===== src/rtl/lv_reg_pkg.sv =====
// shared widths, address map and scan settings for the lv register subsystem
// the crc8 here must match the crc the spi master computes on writes
`default_nettype none

package lv_reg_pkg;

    // ============================================================
    // widths and address map
    // ============================================================
    localparam int REG_AW    = 7;
    localparam int REG_DW    = 16;
    localparam int REG_CRC_W = 8;
    localparam int REG_NUM   = 1 << REG_AW;

    // hv analog window, inclusive on both ends
    localparam logic [REG_AW-1:0] HV_ANA_START = 7'h40;
    localparam logic [REG_AW-1:0] HV_ANA_END   = 7'h6E;

    // common digital registers living on the hv die
    localparam int COM_WR_NUM = 7;
    localparam int COM_RD_NUM = 7;
    localparam logic [REG_AW-1:0] COM_WR_ADDR [COM_WR_NUM] =
        '{7'h01, 7'h02, 7'h03, 7'h08, 7'h09, 7'h0A, 7'h0B};
    localparam logic [REG_AW-1:0] COM_RD_ADDR [COM_RD_NUM] =
        '{7'h08, 7'h0A, 7'h0C, 7'h0D, 7'h14, 7'h15, 7'h1F};

    // ============================================================
    // watchdog scan
    // ============================================================
    localparam logic [REG_AW-1:0] SCAN_LAST = 7'h3F;
    localparam int SCAN_INTERVAL = 64;
    localparam int SCAN_CNT_W    = $clog2(SCAN_INTERVAL);

    typedef enum logic {
        ROUTE_LOCAL,
        ROUTE_OWT
    } acc_route_e;

    typedef enum logic [1:0] {
        SCAN_WAIT,
        SCAN_REQ,
        SCAN_CHECK
    } scan_state_e;

    // crc-8, poly 0x07, init 0, msb first
    function automatic logic [REG_CRC_W-1:0] crc8(input logic [REG_DW-1:0] data);
        logic [REG_CRC_W-1:0] crc;
        logic                 fb;
        crc = '0;
        for (int i = REG_DW - 1; i >= 0; i--) begin
            fb  = crc[REG_CRC_W-1] ^ data[i];
            crc = {crc[REG_CRC_W-2:0], 1'b0};
            if (fb) begin
                crc = crc ^ 8'h07;
            end
        end
        return crc;
    endfunction

    localparam logic [REG_CRC_W-1:0] RESET_CRC = crc8('0);

endpackage

`default_nettype wire


===== src/rtl/lv_reg_ifs.sv =====
// bundles between the access controller and its datapath blocks
// reg_bus_if enables are single-cycle pulses; owt_cmd_if starts likewise
`default_nettype none


interface owt_cmd_if;
    import lv_reg_pkg::*;

    logic              start_wr;
    logic              start_rd;
    logic [REG_AW-1:0] addr;
    logic [REG_DW-1:0] data;
    logic              done_wr;
    logic              done_rd;
    logic [REG_DW-1:0] rdata;

    // done arrives a link-dependent number of cycles after start
    modport ctrl (output start_wr, start_rd, addr, data, input done_wr, done_rd, rdata);
    modport port (input start_wr, start_rd, addr, data, output done_wr, done_rd, rdata);
endinterface

`default_nettype wire


===== src/rtl/owt_access_port.sv =====
// holds owt request levels until the link acknowledges
// acks with no matching request pending are ignored
`default_nettype none

module owt_access_port (
    input  logic                          i_clk,
    input  logic                          i_rst_n,
    owt_cmd_if.port                       owt,
    input  logic                          i_owt_wack,
    input  logic                          i_owt_rack,
    input  logic [lv_reg_pkg::REG_DW-1:0] i_owt_rdata,
    output logic                          o_owt_wr_req,
    output logic                          o_owt_rd_req,
    output logic [lv_reg_pkg::REG_AW-1:0] o_owt_addr,
    output logic [lv_reg_pkg::REG_DW-1:0] o_owt_data
);

    always_ff @(posedge i_clk or negedge i_rst_n) begin
        if (!i_rst_n) begin
            o_owt_wr_req <= 1'b0;
            o_owt_rd_req <= 1'b0;
        end else begin
            if (owt.start_wr) begin
                o_owt_wr_req <= 1'b1;
            end else if (i_owt_wack) begin
                o_owt_wr_req <= 1'b0;
            end
            if (owt.start_rd) begin
                o_owt_rd_req <= 1'b1;
            end else if (i_owt_rack) begin
                o_owt_rd_req <= 1'b0;
            end
        end
    end

    // address and data stay stable while the request is up
    always_ff @(posedge i_clk) begin
        if (owt.start_wr | owt.start_rd) begin
            o_owt_addr <= owt.addr;
        end
        if (owt.start_wr) begin
            o_owt_data <= owt.data;
        end
    end

    assign owt.done_wr = i_owt_wack & o_owt_wr_req;
    assign owt.done_rd = i_owt_rack & o_owt_rd_req;
    assign owt.rdata   = i_owt_rdata;

endmodule

`default_nettype wire


===== src/flat_wrapper.sv =====
// flat-port wrapper written by rule: the top's interface ports become plain ports
module owt_access_port_flat 
  (i_clk, i_rst_n, i_owt_wack, i_owt_rack, i_owt_rdata, o_owt_wr_req, o_owt_rd_req, o_owt_addr, o_owt_data, owt_start_wr, owt_start_rd, owt_addr, owt_data, owt_done_wr, owt_done_rd, owt_rdata);
  owt_cmd_if owt_i ();
  input  logic i_clk;
  input  logic i_rst_n;
  input  logic i_owt_wack;
  input  logic i_owt_rack;
  input  logic [lv_reg_pkg::REG_DW-1:0] i_owt_rdata;
  output logic o_owt_wr_req;
  output logic o_owt_rd_req;
  output logic [lv_reg_pkg::REG_AW-1:0] o_owt_addr;
  output logic [lv_reg_pkg::REG_DW-1:0] o_owt_data;
  input wire logic [$bits(owt_i.start_wr)-1:0] owt_start_wr;
  input wire logic [$bits(owt_i.start_rd)-1:0] owt_start_rd;
  input wire logic [$bits(owt_i.addr)-1:0] owt_addr;
  input wire logic [$bits(owt_i.data)-1:0] owt_data;
  output wire logic [$bits(owt_i.done_wr)-1:0] owt_done_wr;
  output wire logic [$bits(owt_i.done_rd)-1:0] owt_done_rd;
  output wire logic [$bits(owt_i.rdata)-1:0] owt_rdata;
  assign owt_i.start_wr = owt_start_wr;
  assign owt_i.start_rd = owt_start_rd;
  assign owt_i.addr = owt_addr;
  assign owt_i.data = owt_data;
  assign owt_done_wr = owt_i.done_wr;
  assign owt_done_rd = owt_i.done_rd;
  assign owt_rdata = owt_i.rdata;
  owt_access_port u_core (.i_clk(i_clk), .i_rst_n(i_rst_n), .owt(owt_i), .i_owt_wack(i_owt_wack), .i_owt_rack(i_owt_rack), .i_owt_rdata(i_owt_rdata), .o_owt_wr_req(o_owt_wr_req), .o_owt_rd_req(o_owt_rd_req), .o_owt_addr(o_owt_addr), .o_owt_data(o_owt_data));
endmodule

===== config.mk =====
export PLATFORM = sky130hd
export DESIGN_NAME = owt_access_port_flat
export DESIGN_NICKNAME = d
export VERILOG_FILES = /design/src/rtl/lv_reg_pkg.sv /design/src/rtl/lv_reg_ifs.sv /design/src/rtl/owt_access_port.sv /design/src/flat_wrapper.sv
export SDC_FILE = /design/constraint.sdc
export NUM_CORES = 1
export LEC_CHECK = 0
export BUFFER_PORTS_ARGS = -buffer_cell sky130_fd_sc_hd__buf_2
export CORE_UTILIZATION = 31
export CTS_CLUSTER_SIZE = 16
export DETAILED_ROUTE_END_ITERATION = 8
export PLACE_DENSITY_LB_ADDON = 0.1
export SYNTH_ARGS = -nofsm -noshare
export SYNTH_HDL_FRONTEND = slang
export SYNTH_SLANG_ARGS = --single-unit

===== constraint.sdc =====
create_clock -name i_clk -period 0.8 [get_ports i_clk]
set_input_delay 0.08 -clock i_clk [delete_from_list [all_inputs] [get_ports i_clk]]
set_output_delay 0.08 -clock i_clk [all_outputs]
set_load 0.02 [all_outputs]

# After elaboration in Yosys (flattened, before gate mapping)

Cells that the tools add are included.

Memories: 0
Memory bits (read-only): 0
Logic and storage cells: 13
RAM bits: 0
Register bits: 25
Bits in latches: 0

Shift-type cells: 0
$lt $le $gt $ge: 0
Multiply operators: 0
Bitwise logic cells: 3
Reductions and logical operators: 2
Add/sub/neg operators: 0
Div/mod/pow operators: 0
Equality and inequality tests: 0
Multiplexer cells: 4

Operators by type and width:

| operator           | number |
|---|---|
| 1-bit 2-to-1 mux   | 4 |
| 2-bit nonzero test | 2 |
| 1-bit AND          | 2 |
| 1-bit OR           | 1 |

# Depth between registers and ports, before layout

Gate-level depths: netlist of the first run.

Word-level depth: 2
Depth in mapped cells: 2

# Worst setup path before layout of the first run

OpenSTA, ideal clock, no wires.

Kind: flip-flop to output port
From: reg u_core.o_owt_rd_req
To: out owt_done_rd
Arrival: 0.706 ns
Buffers on the path: 0
Stages on the path, launching flop included: 2
Slack: 0.014 ns
Required time: 0.720 ns
Cell sequence: dfrtp_1 -> and2_1

Word-level cells in the longest chain between the ends: 1

RTL lines:

| item                   | line                  | source |
|---|---|---|
| start, declared        | owt_access_port.sv:13 | `output logic o_owt_rd_req,` |
| start signal, assigned | owt_access_port.sv:21 | `o_owt_rd_req <= 1'b0;` |
| start signal, assigned | owt_access_port.sv:29 | `o_owt_rd_req <= 1'b1;` |
| start signal, assigned | owt_access_port.sv:31 | `o_owt_rd_req <= 1'b0;` |
| 1-bit AND              | owt_access_port.sv:47 | `assign owt.done_rd = i_owt_rack & o_owt_rd_req;` |
| end, declared          | flat_wrapper.sv:19    | `output wire logic [$bits(owt_i.done_rd)-1:0] owt_done_rd;` |

No other way between the ends.

# Final worst setup path of the first run

Same ends and word-level chain as after synthesis.

==> results of run 1 <==
-- worst max-delay path: cells and delay by family (launching register included) --
family	cells	cell delay, ns
flops	1	0.41
simple gates	1	0.14
buf+inv	1	0.12
-- path summary, 6_finish.rpt --
check,startpoint,to,slack [ns],cells after the start
max,u_core.o_owt_rd_req,owt_done_rd,-0.27,2
min,i_owt_rack,u_core.o_owt_rd_req,0.04,3
max reg2reg,u_core.o_owt_rd_req,u_core.o_owt_rd_req,-0.10,3
min reg2reg,u_core.o_owt_wr_req,u_core.o_owt_wr_req,0.52,1
max in group asynchronous,i_rst_n,u_core.o_owt_wr_req,0.64,2
min in group asynchronous,i_rst_n,u_core.o_owt_rd_req,0.07,2
-- power by group through the flow --
stage               Combinational [mW]  Clock (mW)  Sequential, mW
floorplan                        0.144           0            1.74
global placement                 0.361           0            1.60
detailed placement               0.362           0            1.60
CTS                              0.476       0.590            1.57
global route                     0.561       0.650            1.59
finish                           0.530       0.545            1.58
-- stage by stage --
stage	hold WS, ns	total power, mW	instances
floorplan	-0.216	1.89	48
global placement	-0.130	1.96	119
detailed placement	-0.132	1.96	119
CTS	0.0206	2.64	149
global route	0.0266	2.80	150
finish	0.0442	2.65	150
-- cells by family (layout without fill, tap and decap cells) --
| group | Yosys count | count (layout) | share of synthesized area, % |
|---|---|---|---|
| and+or+nand+nor | 3 | 3 | 2.08 |
| DFF | 25 | 25 | 82.1 |
| AOI/OAI and AO/OA | 2 | 2 | 1.66 |
| buffers and inverters | 18 | 89 | 14.1 |
-- flip-flops by register name, indices dropped and copies added, names as in the netlist --
| register | flops |
|---|---|
| u_core.o_owt_rd_req | 1 |
| u_core.o_owt_wr_req | 1 |
| u_core.o_owt_data | 16 |
| u_core.o_owt_addr | 7 |
-- layout by cell type, fill, tap and decap left out --
| cell | Yosys | layout |
|---|---|---|
| sky130_fd_sc_hd__clkbuf_4 | 0 | 3 |
| sky130_fd_sc_hd__a21o_1 | 2 | 2 |
| sky130_fd_sc_hd__edfxtp_1 | 23 | 23 |
| sky130_fd_sc_hd__clkinv_2 | 0 | 1 |
| sky130_fd_sc_hd__buf_4 | 16 | 3 |
| sky130_fd_sc_hd__dfrtp_1 | 2 | 2 |
| sky130_fd_sc_hd__or2_1 | 1 | 1 |
| sky130_fd_sc_hd__buf_6 | 0 | 13 |
| sky130_fd_sc_hd__and2_4 | 0 | 2 |
| sky130_fd_sc_hd__dlygate4sd3_1 | 0 | 25 |
| sky130_fd_sc_hd__inv_1 | 2 | 2 |
| sky130_fd_sc_hd__buf_2 | 0 | 42 |
-- cell usage after synthesis --
master	number
sky130_fd_sc_hd__a21o_1	2
sky130_fd_sc_hd__buf_4	16
sky130_fd_sc_hd__edfxtp_1	23
sky130_fd_sc_hd__dfrtp_1	2
sky130_fd_sc_hd__and2_1	2
sky130_fd_sc_hd__inv_1	2
sky130_fd_sc_hd__or2_1	1
-- routing by layer --
layer  GRT usage [%]  vias up  part of all wire (%)  routed length [µm]
li1                -      294                     -                   -
met1            12.3      271                    31                 647
met2            26.5       46                    54                1130
met3            8.84        4                    14                 306
met4            6.97        0                   1.3                  27
met5               0        -                     0                   0
-- repair_timing --
item                       4_1_cts  5_1_grt
setup endpoints to repair       27       28
gates resized for setup          6       22
hold endpoints to repair        26        0
setup buffers                    1        1
hold buffers                    25        0
-- cell type report --
class,instances,area (µm²),share of cell area (%)
Multi-Input combinational cell,5,38.8,2.62
Tap cell,31,38.8,2.62
Clock inverter,1,5.00,0.338
Clock buffer,3,22.5,1.52
Sequential cell,25,741,50.0
Inverter,2,7.51,0.506
Timing Repair Buffer,83,629,42.4
==> impl_results.html, run 1 <==
<table>
<tr><th>Metric</th><th>Value</th></tr>
<tr><th colspan="2">Outcome</th></tr>
<tr><td>Outcome</td><td>finished with violations</td></tr>
<tr><td>Violations in the final reports</td><td>setup timing</td></tr>
<tr><th colspan="2">Global routing</th></tr>
<tr><td>Vias in the first global route</td><td>699</td></tr>
<tr><td>Antenna violations before repair</td><td>0</td></tr>
<tr><td>First-pass GRT wire length</td><td>3340 µm</td></tr>
<tr><td>Total global-route track usage</td><td>between 10% and 20%</td></tr>
<tr><td>Total congestion overflow after global routing</td><td>0</td></tr>
<tr><td>Maximum number of pins on one net before global-route repair</td><td>18</td></tr>
<tr><th colspan="2">Power and ir drop</th></tr>
<tr><td>Part of the total power dissipated in the clock network</td><td>roughly 21%</td></tr>
<tr><td>Reg power frac</td><td>59.5%</td></tr>
<tr><td>Share of power burned in combinational logic</td><td>20.0%</td></tr>
<tr><td>Internal power consumption</td><td>approximately 2 mW</td></tr>
<tr><td>Cell Pwr Density</td><td>1790 nW/µm²</td></tr>
<tr><td>Worst IR Drop VDD</td><td>1.23 mV</td></tr>
<tr><td>Sw power</td><td>640 µW</td></tr>
<tr><td>Leakage power summed over all cells</td><td>between 0.6 and 0.7 nW</td></tr>
<tr><td>Switching Fraction</td><td>24.1%</td></tr>
<tr><th colspan="2">Critical path</th></tr>
<tr><td>Worst Path Arrival</td><td>0.99 ns</td></tr>
<tr><td>Kind of critical path</td><td>reg -&gt; out</td></tr>
<tr><td>Cells traversed along the worst timing path</td><td>and2_4 &gt; buf_6</td></tr>
<tr><td>Kind of launch point of the worst setup path</td><td>flip-flop</td></tr>
<tr><td>Critical Path Slowest Stage Cell</td><td>sky130_fd_sc_hd__dfrtp_1</td></tr>
<tr><td>Critical path endpoint category</td><td>output port</td></tr>
<tr><td>Required time reported for the critical path endpoint</td><td>0.72 ns</td></tr>
<tr><td>Worst Path Max Fanout</td><td>3</td></tr>
<tr><td>Delay of the slowest critical-path stage</td><td>0.41 ns</td></tr>
<tr><th colspan="2">Floorplanning</th></tr>
<tr><td>DIE AREA</td><td>about 3100 µm²</td></tr>
<tr><td>Area of the core</td><td>roughly 2800 µm²</td></tr>
<tr><td>Number of placement rows</td><td>19</td></tr>
<tr><td>Vertical die dimension</td><td>55.9 µm</td></tr>
<tr><td>Starting Density</td><td>about a third</td></tr>
<tr><td>Die outline width</td><td>55.9 µm</td></tr>
<tr><td>Top-level port count</td><td>88</td></tr>
<tr><th colspan="2">Clock network</th></tr>
<tr><td>Clock-pin slew reported for the worst setup and hold paths after clock tree synthesis</td><td>0.13 ns</td></tr>
<tr><td>Number of CTS-inserted buffers</td><td>3</td></tr>
<tr><td>Clock tree buffer depth</td><td>2</td></tr>
<tr><td>Cell chosen for the clock root</td><td>sky130_fd_sc_hd__clkbuf_4</td></tr>
<tr><td>Clock insertion delay at the later pin of the skew report</td><td>0.31 ns</td></tr>
<tr><td>Number of clock sinks</td><td>25</td></tr>
<tr><td>CTS tree</td><td>done</td></tr>
<tr><td>Maximum level of the CTS H-tree</td><td>1</td></tr>
<tr><th colspan="2">Timing</th></tr>
<tr><td>Clock period minus final worst setup slack</td><td>1.07 ns</td></tr>
<tr><td>Hold Fails Final Rpt</td><td>0</td></tr>
<tr><td>Fraction of the cycle the final worst path needs</td><td>133%</td></tr>
<tr><td>Fmax</td><td>938 MHz</td></tr>
<tr><td>RSZ-0062 raised after global routing</td><td>true</td></tr>
<tr><td>Number of pins with negative max-slew slack in the final report</td><td>0</td></tr>
<tr><td>Final worst clock skew</td><td>0 ns</td></tr>
<tr><td>Relative slew slack</td><td>a little over 80%</td></tr>
<tr><td>Worst Max-Slew Pin Slew</td><td>0.279 ns</td></tr>
<tr><td>Final critical-path setup slack</td><td>-0.266 ns</td></tr>
<tr><td>Accumulated negative setup slack</td><td>-4.02 ns</td></tr>
<tr><td>Final Setup Violations</td><td>28</td></tr>
<tr><th colspan="2">Routing</th></tr>
<tr><td>DRC violations left</td><td>0</td></tr>
<tr><td>First-pass DRT Iterations</td><td>2</td></tr>
<tr><td>Final ANT Viol Nets</td><td>0</td></tr>
<tr><td>Detailed Route Iter0 Violations</td><td>4</td></tr>
<tr><td>Detailed-route wire length per cell</td><td>14.1 µm</td></tr>
<tr><td>Vias</td><td>615</td></tr>
<tr><td>Post-detailed-routing wire length</td><td>roughly 2100 µm</td></tr>
<tr><td>Via density per instance</td><td>4.10</td></tr>
<tr><th colspan="2">Synthesis</th></tr>
<tr><td>Fraction of synthesized cell area taken by the top area cell type</td><td>76.6%</td></tr>
<tr><td>Cell Area, Synth</td><td>902 µm²</td></tr>
<tr><td>Number of synthesis warnings</td><td>0</td></tr>
<tr><td>Register bit total from synthesis</td><td>25</td></tr>
<tr><td>Synthesized Nets</td><td>93</td></tr>
<tr><td>Synth top area cells</td><td>sky130_fd_sc_hd__edfxtp_1 (77%), sky130_fd_sc_hd__buf_4 (13%), sky130_fd_sc_hd__dfrtp_1 (5.5%), sky130_fd_sc_hd__a21o_1 (1.7%), sky130_fd_sc_hd__and2_1 (1.4%)</td></tr>
<tr><td>Post-Syn Instances</td><td>48</td></tr>
<tr><td>Synthesized area divided by synthesized cell count</td><td>around 19 µm²</td></tr>
<tr><td>Leading area contributor after synthesis</td><td>sky130_fd_sc_hd__edfxtp_1</td></tr>
<tr><td>Cell variety after synth</td><td>7</td></tr>
<tr><td>Sequential cell area fraction in the yosys report</td><td>between 80% and 90%</td></tr>
<tr><th colspan="2">Placement</th></tr>
<tr><td>Placed inst area</td><td>1100 µm²</td></tr>
<tr><td>Count of input and output buffers</td><td>55</td></tr>
<tr><td>Final RePlAce weighted congestion</td><td>0.644</td></tr>
<tr><td>Worst Setup Slack post-DPL</td><td>-0.0178 ns</td></tr>
<tr><td>Post-detailed-placement half-perimeter wirelength</td><td>1470 µm</td></tr>
<tr><th colspan="2">Finish</th></tr>
<tr><td>Diode count</td><td>0</td></tr>
<tr><td>Layout Utilization</td><td>53.8%</td></tr>
<tr><td>Share of post-route cells with drive strength above 1</td><td>53.8%</td></tr>
<tr><td>Area growth from synthesis to final layout</td><td>64.4%</td></tr>
<tr><td>Count of nets after finishing</td><td>165</td></tr>
<tr><td>Number of filler cells placed in the layout</td><td>around 240</td></tr>
<tr><td>Final standard cell area without fillers</td><td>1480 µm²</td></tr>
<tr><th colspan="2">Flow run</th></tr>
<tr><td>Max_cap viols</td><td>0</td></tr>
<tr><th colspan="2">Min path</th></tr>
<tr><td>Type of the worst min-delay path</td><td>in -&gt; reg</td></tr>
</table>
No activity file was read; power rests on OpenSTA's default activity.
==> run 2, diff against run 1 <==
Settings changed: PLACE_DENSITY set to 0.73, PLACE_DENSITY_LB_ADDON 0.1 to not set, REMOVE_ABC_BUFFERS set to 1.
==> impl_results.html, run 2 (same netlist as run 1, synthesis figures left out) <==
<table>
<tr><th>Metric</th><th>Value</th></tr>
<tr><th colspan="2">Finish</th></tr>
<tr><td>Biggest registers after layout</td><td>u_core.o_owt_data: 16 flops, u_core.o_owt_addr: 7 flops (unchanged)</td></tr>
<tr><td>Share of post-route cells with drive strength above 1</td><td>52.5% (was 53.8%)</td></tr>
<tr><td>Most frequent cells in the layout</td><td>sky130_fd_sc_hd__buf_2 (35), sky130_fd_sc_hd__dlygate4sd3_1 (25), sky130_fd_sc_hd__edfxtp_1 (23) (was sky130_fd_sc_hd__buf_2 (42), sky130_fd_sc_hd__dlygate4sd3_1 (25), sky130_fd_sc_hd__edfxtp_1 (23))</td></tr>
<tr><td>Commonest non-fill, non-tap cell in the layout</td><td>sky130_fd_sc_hd__buf_2 (unchanged)</td></tr>
<tr><td>Diode count</td><td>0 (unchanged)</td></tr>
<tr><td>Max reg flops</td><td>16 (unchanged)</td></tr>
<tr><td>Area growth from synthesis to final layout</td><td>67.8% (was 64.4%)</td></tr>
<tr><td>Count of nets after finishing</td><td>164 (was 165)</td></tr>
<tr><td>Number of filler cells placed in the layout</td><td>240 (was 236)</td></tr>
<tr><td>Register with the highest flop count</td><td>u_core.o_owt_data (unchanged)</td></tr>
<tr><th colspan="2">Power and ir drop</th></tr>
<tr><td>Internal power consumption</td><td>2.05 mW (was 2.01 mW)</td></tr>
<tr><td>Leakage power summed over all cells</td><td>0.668 nW (was 0.661 nW)</td></tr>
<tr><td>Worst IR Drop VDD</td><td>1.09 mV (was 1.23 mV)</td></tr>
<tr><td>Part of the total power dissipated in the clock network</td><td>20.1% (was 20.5%)</td></tr>
<tr><td>Reg power frac</td><td>59.1% (was 59.5%)</td></tr>
<tr><td>Switching Fraction</td><td>23.9% (was 24.1%)</td></tr>
<tr><td>Sw power</td><td>644 µW (was 640 µW)</td></tr>
<tr><td>Share of power burned in combinational logic</td><td>20.8% (was 20.0%)</td></tr>
<tr><td>Cell Pwr Density</td><td>1780 nW/µm² (was 1790 nW/µm²)</td></tr>
<tr><td>Overall Power</td><td>2.69 mW (was 2.65 mW)</td></tr>
<tr><th colspan="2">Timing</th></tr>
<tr><td>Hold Fails Final Rpt</td><td>0 (unchanged)</td></tr>
<tr><td>Final critical-path setup slack</td><td>-0.283 ns (was -0.266 ns)</td></tr>
<tr><td>Fraction of the cycle the final worst path needs</td><td>135% (was 133%)</td></tr>
<tr><td>Fmax</td><td>924 MHz (was 938 MHz)</td></tr>
<tr><td>Relative slew slack</td><td>80.7% (was 81.4%)</td></tr>
<tr><td>Clock period minus final worst setup slack</td><td>1.08 ns (was 1.07 ns)</td></tr>
<tr><td>RSZ-0062 raised after global routing</td><td>true (unchanged)</td></tr>
<tr><td>Final Setup Violations</td><td>28 (unchanged)</td></tr>
<tr><td>Accumulated negative setup slack</td><td>-4.05 ns (was -4.02 ns)</td></tr>
<tr><td>Final worst clock skew</td><td>0 ns (unchanged)</td></tr>
<tr><td>Worst Max-Slew Pin Slew</td><td>0.289 ns (was 0.279 ns)</td></tr>
<tr><td>Number of pins with negative max-slew slack in the final report</td><td>0 (unchanged)</td></tr>
<tr><th colspan="2">Routing</th></tr>
<tr><td>Via density per instance</td><td>4.45 (was 4.10)</td></tr>
<tr><td>Detailed-route wire length per cell</td><td>15.5 µm (was 14.1 µm)</td></tr>
<tr><td>First-pass DRT Iterations</td><td>4 (was 2)</td></tr>
<tr><td>Final ANT Viol Nets</td><td>0 (unchanged)</td></tr>
<tr><td>Post-detailed-routing wire length</td><td>2310 µm (was 2110 µm)</td></tr>
<tr><td>DRC violations left</td><td>0 (unchanged)</td></tr>
<tr><td>Vias</td><td>663 (was 615)</td></tr>
<tr><td>Detailed Route Iter0 Violations</td><td>12 (was 4)</td></tr>
<tr><th colspan="2">Critical path</th></tr>
<tr><td>Kind of critical path</td><td>reg -&gt; out (unchanged)</td></tr>
<tr><td>Worst Path Arrival</td><td>1.00 ns (was 0.99 ns)</td></tr>
<tr><td>Required time reported for the critical path endpoint</td><td>0.72 ns (about the same)</td></tr>
<tr><td>Flop2flop setup slack</td><td>-0.01 ns (was -0.10 ns)</td></tr>
<tr><td>Cells traversed along the worst timing path</td><td>and2_4 &gt; buf_6 (unchanged)</td></tr>
<tr><td>Critical path endpoint category</td><td>output port (unchanged)</td></tr>
<tr><td>Kind of launch point of the worst setup path</td><td>flip-flop (unchanged)</td></tr>
<tr><td>Worst Path Max Fanout</td><td>3 (unchanged)</td></tr>
<tr><td>Critical Path Slowest Stage Cell</td><td>sky130_fd_sc_hd__dfrtp_1 (unchanged)</td></tr>
<tr><td>Delay of the slowest critical-path stage</td><td>0.43 ns (was 0.41 ns)</td></tr>
<tr><th colspan="2">Global routing</th></tr>
<tr><td>Total congestion overflow after global routing</td><td>0 (unchanged)</td></tr>
<tr><td>Met3 usage</td><td>9.07% (was 8.84%)</td></tr>
<tr><td>First-pass GRT wire length</td><td>3480 µm (was 3340 µm)</td></tr>
<tr><td>Most Crowded Layer GR</td><td>met2 (unchanged)</td></tr>
<tr><td>Met1 usage in global routing</td><td>11.9% (was 12.3%)</td></tr>
<tr><td>Total global-route track usage</td><td>15.2% (was 14.6%)</td></tr>
<tr><td>Vias in the first global route</td><td>751 (was 699)</td></tr>
<tr><td>Maximum number of pins on one net before global-route repair</td><td>18 (unchanged)</td></tr>
<tr><td>Antenna violations before repair</td><td>0 (unchanged)</td></tr>
<tr><td>Global-route met2 utilization</td><td>27.4% (was 26.5%)</td></tr>
<tr><th colspan="2">Flow run</th></tr>
<tr><td>Max_cap viols</td><td>0 (unchanged)</td></tr>
<tr><th colspan="2">Placement</th></tr>
<tr><td>Count of input and output buffers</td><td>55 (unchanged)</td></tr>
<tr><td>Final RePlAce weighted congestion</td><td>0.610 (was 0.644)</td></tr>
<tr><th colspan="2">Outcome</th></tr>
<tr><td>Violations in the final reports</td><td>setup timing (unchanged)</td></tr>
<tr><td>Outcome</td><td>finished with violations (unchanged)</td></tr>
<tr><th colspan="2">Clock network</th></tr>
<tr><td>Clock insertion delay at the later pin of the skew report</td><td>0.31 ns (about the same)</td></tr>
<tr><td>Clock tree buffer depth</td><td>2 (unchanged)</td></tr>
<tr><td>CTS tree</td><td>done (unchanged)</td></tr>
<tr><td>Number of CTS-inserted buffers</td><td>3 (unchanged)</td></tr>
<tr><td>Maximum level of the CTS H-tree</td><td>1 (unchanged)</td></tr>
<tr><td>Clock-pin slew reported for the worst setup and hold paths after clock tree synthesis</td><td>0.13 ns (about the same)</td></tr>
<tr><td>Cell chosen for the clock root</td><td>sky130_fd_sc_hd__clkbuf_4 (unchanged)</td></tr>
<tr><td>Number of clock sinks</td><td>25 (unchanged)</td></tr>
<tr><th colspan="2">Min path</th></tr>
<tr><td>Type of the worst min-delay path</td><td>in -&gt; reg (unchanged)</td></tr>
<tr><th colspan="2">Floorplanning</th></tr>
<tr><td>Die outline width</td><td>55.9 µm (unchanged)</td></tr>
<tr><td>Starting Density</td><td>32.7% (unchanged)</td></tr>
<tr><td>Number of placement rows</td><td>19 (unchanged)</td></tr>
<tr><td>Top-level port count</td><td>88 (unchanged)</td></tr>
<tr><td>DIE AREA</td><td>3130 µm² (unchanged)</td></tr>
<tr><td>Vertical die dimension</td><td>55.9 µm (unchanged)</td></tr>
<tr><td>Area of the core</td><td>2760 µm² (unchanged)</td></tr>
</table>
==> run 2: layer usage <==
layer  vias to the layer above  share of wire, %  wire, µm
li1                        290                 -         -
met1                       308                28       639
met2                        57                56      1300
met3                         8                13       291
met4                         0               3.4        78
met5                         -                 0         0
==> run 2: final timing paths <==
path                                startpoint                   to  depth (start not counted)
hold / removal                      i_owt_rack  u_core.o_owt_rd_req                          3
max in group asynchronous              i_rst_n  u_core.o_owt_rd_req                          2
min in group asynchronous              i_rst_n  u_core.o_owt_wr_req                          2
setup reg to reg           u_core.o_owt_rd_req  u_core.o_owt_rd_req                          2
hold reg to reg            u_core.o_owt_wr_req  u_core.o_owt_wr_req                          1
setup / recovery           u_core.o_owt_rd_req          owt_done_rd                          2
==> run 2: stage by stage <==
step | hold slack, ns | instance area [µm²] | instances | utilization [%] | setup slack [ns]
global placement | -0.131 | 1100 | 119 | 40.0 | 0.0188
detailed placement | -0.131 | 1100 | 119 | 40.0 | -0.0112
CTS | 0.0345 | 1410 | 148 | 51.1 | -0.287
finish | 0.0434 | 1510 | 149 | 54.9 | -0.283
global route | 0.0443 | 1510 | 149 | 54.9 | -0.323
floorplan | -0.216 | 782 | 32 | - | 0.0139
==> run 2: power by group through the flow <==
stage	registers (mW)	logic (mW)	clock network (mW)
detailed placement	1.60	0.364	0
floorplan	1.74	0.0274	0
finish	1.59	0.561	0.541
global placement	1.60	0.358	0
global route	1.60	0.590	0.630
CTS	1.57	0.483	0.571
==> run 2: timing repair <==
action | 4_1_cts | 5_1_grt
gates resized for setup | 10 | 31
pin swaps | 0 | 0
hold buffers | 25 | 0
hold endpoints to repair | 26 | 0
endpoints found under the setup margin | 27 | 27
setup buffers | 0 | 1
==> run 2: worst max-delay path, delay by kind of cell (launching register included) <==
family | cells | cell delay (ns)
flip-flops | 1 | 0.43
AND/OR/NAND/NOR | 1 | 0.15
buffers and inverters | 1 | 0.12
==> run 2: final cells by class <==
class	count	area, µm²	area share, %
clock buffers	4	26.3	1.74
inverters	2	7.51	0.496
multi-input cells	5	38.8	2.56
flip-flops and latches	25	741	48.9
well taps	31	38.8	2.56
repair buffers	82	662	43.7
==> run 3, diff against run 2 <==
Settings changed: CORE_MARGIN set to 2.
==> impl_results.html, run 3 (same netlist as run 1, synthesis figures left out) <==
<table>
<tr><th>Metric</th><th>Value</th></tr>
<tr><th colspan="2">Critical path</th></tr>
<tr><td>Flop2flop setup slack</td><td>0.02 ns (was -0.01 ns)</td></tr>
<tr><td>Number of cells on the worst reg-to-reg path</td><td>2 (unchanged)</td></tr>
<tr><td>Critical Path Slowest Stage Cell</td><td>sky130_fd_sc_hd__dfrtp_1 (unchanged)</td></tr>
<tr><td>Kind of launch point of the worst setup path</td><td>flip-flop (unchanged)</td></tr>
<tr><td>Source of the worst register-to-register timing path</td><td>u_core.o_owt_rd_req (unchanged)</td></tr>
<tr><td>Required time reported for the critical path endpoint</td><td>0.72 ns (about the same)</td></tr>
<tr><td>Total buffers and inverters traversed by the critical path</td><td>1 (unchanged)</td></tr>
<tr><td>Dominant delay contributor by cell family on the critical path</td><td>flip-flops (unchanged)</td></tr>
<tr><td>Worst Path Arrival</td><td>0.98 ns (was 1.00 ns)</td></tr>
<tr><td>Critical path endpoint category</td><td>output port (unchanged)</td></tr>
<tr><td>Kind of critical path</td><td>reg -&gt; out (unchanged)</td></tr>
<tr><td>Delay of the slowest critical-path stage</td><td>0.41 ns (was 0.43 ns)</td></tr>
<tr><td>Capture instance of the worst register-to-register path</td><td>u_core.o_owt_rd_req (unchanged)</td></tr>
<tr><td>Worst Path Max Fanout</td><td>3 (unchanged)</td></tr>
<tr><td>Cells traversed along the worst timing path</td><td>and2_4 &gt; buf_6 (unchanged)</td></tr>
<tr><th colspan="2">Clock network</th></tr>
<tr><td>Cell chosen for the clock root</td><td>sky130_fd_sc_hd__clkbuf_4 (unchanged)</td></tr>
<tr><td>Clock insertion delay at the later pin of the skew report</td><td>0.30 ns (was 0.31 ns)</td></tr>
<tr><td>CTS tree</td><td>done (unchanged)</td></tr>
<tr><td>Clock tree buffer depth</td><td>2 (unchanged)</td></tr>
<tr><td>Clock-pin slew reported for the worst setup and hold paths after clock tree synthesis</td><td>0.12 ns (was 0.13 ns)</td></tr>
<tr><td>Number of CTS-inserted buffers</td><td>3 (unchanged)</td></tr>
<tr><td>Maximum level of the CTS H-tree</td><td>1 (unchanged)</td></tr>
<tr><td>Number of clock sinks</td><td>25 (unchanged)</td></tr>
<tr><th colspan="2">Floorplanning</th></tr>
<tr><td>Starting Density</td><td>32.7% (unchanged)</td></tr>
<tr><td>Top-level port count</td><td>88 (unchanged)</td></tr>
<tr><td>Area of the core</td><td>2760 µm² (unchanged)</td></tr>
<tr><td>Die outline width</td><td>57.9 µm (was 55.9 µm)</td></tr>
<tr><td>DIE AREA</td><td>3360 µm² (was 3130 µm²)</td></tr>
<tr><td>Number of placement rows</td><td>19 (unchanged)</td></tr>
<tr><td>Vertical die dimension</td><td>57.9 µm (was 55.9 µm)</td></tr>
<tr><th colspan="2">Timing</th></tr>
<tr><td>Worst Max-Slew Pin Slew</td><td>0.316 ns (was 0.289 ns)</td></tr>
<tr><td>RSZ-0062 raised after global routing</td><td>true (unchanged)</td></tr>
<tr><td>Final Setup Violations</td><td>27 (was 28)</td></tr>
<tr><td>Fraction of the cycle the final worst path needs</td><td>132% (was 135%)</td></tr>
<tr><td>Fmax</td><td>947 MHz (was 924 MHz)</td></tr>
<tr><td>Final worst clock skew</td><td>0 ns (unchanged)</td></tr>
<tr><td>Relative slew slack</td><td>79.0% (was 80.7%)</td></tr>
<tr><td>Clock period minus final worst setup slack</td><td>1.06 ns (was 1.08 ns)</td></tr>
<tr><td>Number of pins with negative max-slew slack in the final report</td><td>0 (unchanged)</td></tr>
<tr><td>Hold Fails Final Rpt</td><td>0 (unchanged)</td></tr>
<tr><td>Final critical-path setup slack</td><td>-0.256 ns (was -0.283 ns)</td></tr>
<tr><td>Accumulated negative setup slack</td><td>-3.73 ns (was -4.05 ns)</td></tr>
<tr><th colspan="2">Finish</th></tr>
<tr><td>Share of post-route cells with drive strength above 1</td><td>52.5% (unchanged)</td></tr>
<tr><td>Commonest non-fill, non-tap cell in the layout</td><td>sky130_fd_sc_hd__buf_2 (unchanged)</td></tr>
<tr><td>Diode count</td><td>0 (unchanged)</td></tr>
<tr><td>Area growth from synthesis to final layout</td><td>64.1% (was 67.8%)</td></tr>
<tr><td>Max reg flops</td><td>16 (unchanged)</td></tr>
<tr><td>Register with the highest flop count</td><td>u_core.o_owt_data (unchanged)</td></tr>
<tr><td>Count of nets after finishing</td><td>164 (unchanged)</td></tr>
<tr><td>Number of filler cells placed in the layout</td><td>233 (was 240)</td></tr>
<tr><td>Biggest registers after layout</td><td>u_core.o_owt_data: 16 flops, u_core.o_owt_addr: 7 flops (unchanged)</td></tr>
<tr><td>Most frequent cells in the layout</td><td>sky130_fd_sc_hd__buf_2 (41), sky130_fd_sc_hd__dlygate4sd3_1 (25), sky130_fd_sc_hd__edfxtp_1 (23) (was sky130_fd_sc_hd__buf_2 (35), sky130_fd_sc_hd__dlygate4sd3_1 (25), sky130_fd_sc_hd__edfxtp_1 (23))</td></tr>
<tr><td>Final standard cell area without fillers</td><td>1480 µm² (was 1510 µm²)</td></tr>
<tr><td>Final std cells w/o fill</td><td>149 (unchanged)</td></tr>
<tr><th colspan="2">Power and ir drop</th></tr>
<tr><td>Share of power burned in combinational logic</td><td>20.3% (was 20.8%)</td></tr>
<tr><td>Internal power consumption</td><td>2.02 mW (was 2.05 mW)</td></tr>
<tr><td>Leakage power summed over all cells</td><td>0.656 nW (was 0.668 nW)</td></tr>
<tr><td>Worst IR Drop VDD</td><td>1.23 mV (was 1.09 mV)</td></tr>
<tr><td>Cell Pwr Density</td><td>1790 nW/µm² (was 1780 nW/µm²)</td></tr>
<tr><td>Overall Power</td><td>2.64 mW (was 2.69 mW)</td></tr>
<tr><td>Sw power</td><td>621 µW (was 644 µW)</td></tr>
<tr><td>Part of the total power dissipated in the clock network</td><td>19.9% (was 20.1%)</td></tr>
<tr><td>Reg power frac</td><td>59.8% (was 59.1%)</td></tr>
<tr><td>Switching Fraction</td><td>23.5% (was 23.9%)</td></tr>
<tr><th colspan="2">Routing</th></tr>
<tr><td>Final ANT Viol Nets</td><td>0 (unchanged)</td></tr>
<tr><td>DRC violations left</td><td>0 (unchanged)</td></tr>
<tr><td>Detailed Route Iter0 Violations</td><td>3 (was 12)</td></tr>
<tr><td>Post-detailed-routing wire length</td><td>2220 µm (was 2310 µm)</td></tr>
<tr><td>Detailed-route wire length per cell</td><td>14.9 µm (was 15.5 µm)</td></tr>
<tr><td>First-pass DRT Iterations</td><td>4 (unchanged)</td></tr>
<tr><td>Vias</td><td>650 (was 663)</td></tr>
<tr><td>Via density per instance</td><td>4.36 (was 4.45)</td></tr>
<tr><th colspan="2">Placement</th></tr>
<tr><td>Count of input and output buffers</td><td>55 (unchanged)</td></tr>
<tr><td>Post-placement cell count</td><td>119 (unchanged)</td></tr>
<tr><td>Placed inst area</td><td>1100 µm² (unchanged)</td></tr>
<tr><td>Final RePlAce weighted congestion</td><td>0.617 (was 0.610)</td></tr>
<tr><th colspan="2">Global routing</th></tr>
<tr><td>Antenna violations before repair</td><td>0 (unchanged)</td></tr>
<tr><td>Maximum number of pins on one net before global-route repair</td><td>18 (unchanged)</td></tr>
<tr><td>Total congestion overflow after global routing</td><td>0 (unchanged)</td></tr>
<tr><td>Vias in the first global route</td><td>709 (was 751)</td></tr>
<tr><td>Total global-route track usage</td><td>13.2% (was 15.2%)</td></tr>
<tr><td>First-pass GRT wire length</td><td>3160 µm (was 3480 µm)</td></tr>
<tr><th colspan="2">Outcome</th></tr>
<tr><td>Outcome</td><td>finished with violations (unchanged)</td></tr>
<tr><td>Violations in the final reports</td><td>setup timing (unchanged)</td></tr>
<tr><th colspan="2">Min path</th></tr>
<tr><td>Capture endpoint of the worst hold path</td><td>u_core.o_owt_wr_req (was u_core.o_owt_rd_req)</td></tr>
<tr><td>Worst Min Path Start</td><td>i_owt_wack (was i_owt_rack)</td></tr>
<tr><td>Type of the worst min-delay path</td><td>in -&gt; reg (unchanged)</td></tr>
<tr><td>Hold depth</td><td>3 (unchanged)</td></tr>
<tr><th colspan="2">Flow run</th></tr>
<tr><td>Max_cap viols</td><td>0 (unchanged)</td></tr>
</table>
[run 3: final cells by class]
| type | count | area, µm² | area share (%) |
|---|---|---|---|
| multi-input cells | 5 | 38.8 | 2.62 |
| flip-flops and latches | 25 | 741 | 50.0 |
| clock buffers | 4 | 26.3 | 1.78 |
| repair buffers | 82 | 628 | 42.4 |
| inverters | 2 | 7.51 | 0.507 |
| well taps | 31 | 38.8 | 2.62 |
[run 3: through the flow]
step / hold WS (ns) / worst slack [ns] / utilization [%]
floorplan: -0.216 / 0.0139 / -
global placement: -0.134 / 0.00765 / 40.0
detailed placement: -0.130 / -0.0219 / 40.0
CTS: 0.0334 / -0.282 / 50.9
global route: 0.0392 / -0.314 / 53.7
finish: 0.0517 / -0.256 / 53.7
[run 3: what timing repair did]
item,4_1_cts,5_1_grt
setup endpoints to repair,27,27
buffers inserted,0,1
hold buffers,25,0
gates resized for setup,8,22
endpoints found under the hold margin,26,0
[run 3: worst max-delay path by stage]
| stage | startpoint | to | slack, ns | cells past startpoint |
|---|---|---|---|---|
| after CTS | u_core.o_owt_rd_req | owt_done_rd | -0.28 | 2 |
| final | u_core.o_owt_rd_req | owt_done_rd | -0.26 | 2 |
| after detailed placement | owt_start_wr | u_core.o_owt_addr[2] | -0.02 | 2 |
| after global placement | owt_start_wr | u_core.o_owt_addr[1] | 0.008 | 2 |
| after global routing | u_core.o_owt_rd_req | owt_done_rd | -0.31 | 2 |
| after floorplan | u_core.o_owt_rd_req | owt_done_rd | 0.01 | 1 |
[run 3: layer usage]
layer  wire (µm)  GRT usage (%)
met1         652           10.9
met5           0              0
met3         295           8.71
met2        1250           24.0
met4          22           5.98
[run 3: worst reg2reg max path, cell delays in order, from the launching register on]
cell and delay [ns]:
sky130_fd_sc_hd__dfrtp_1 0.41, sky130_fd_sc_hd__buf_4 0.14, sky130_fd_sc_hd__a21o_1 0.15
[run 3: power by group through the flow]
stage               logic (mW)  registers [mW]  clock network, mW
floorplan               0.0274            1.74                  0
global placement         0.358            1.60                  0
finish                   0.537            1.58              0.525
detailed placement       0.366            1.60                  0
CTS                      0.478            1.57              0.570
global route             0.563            1.59              0.612
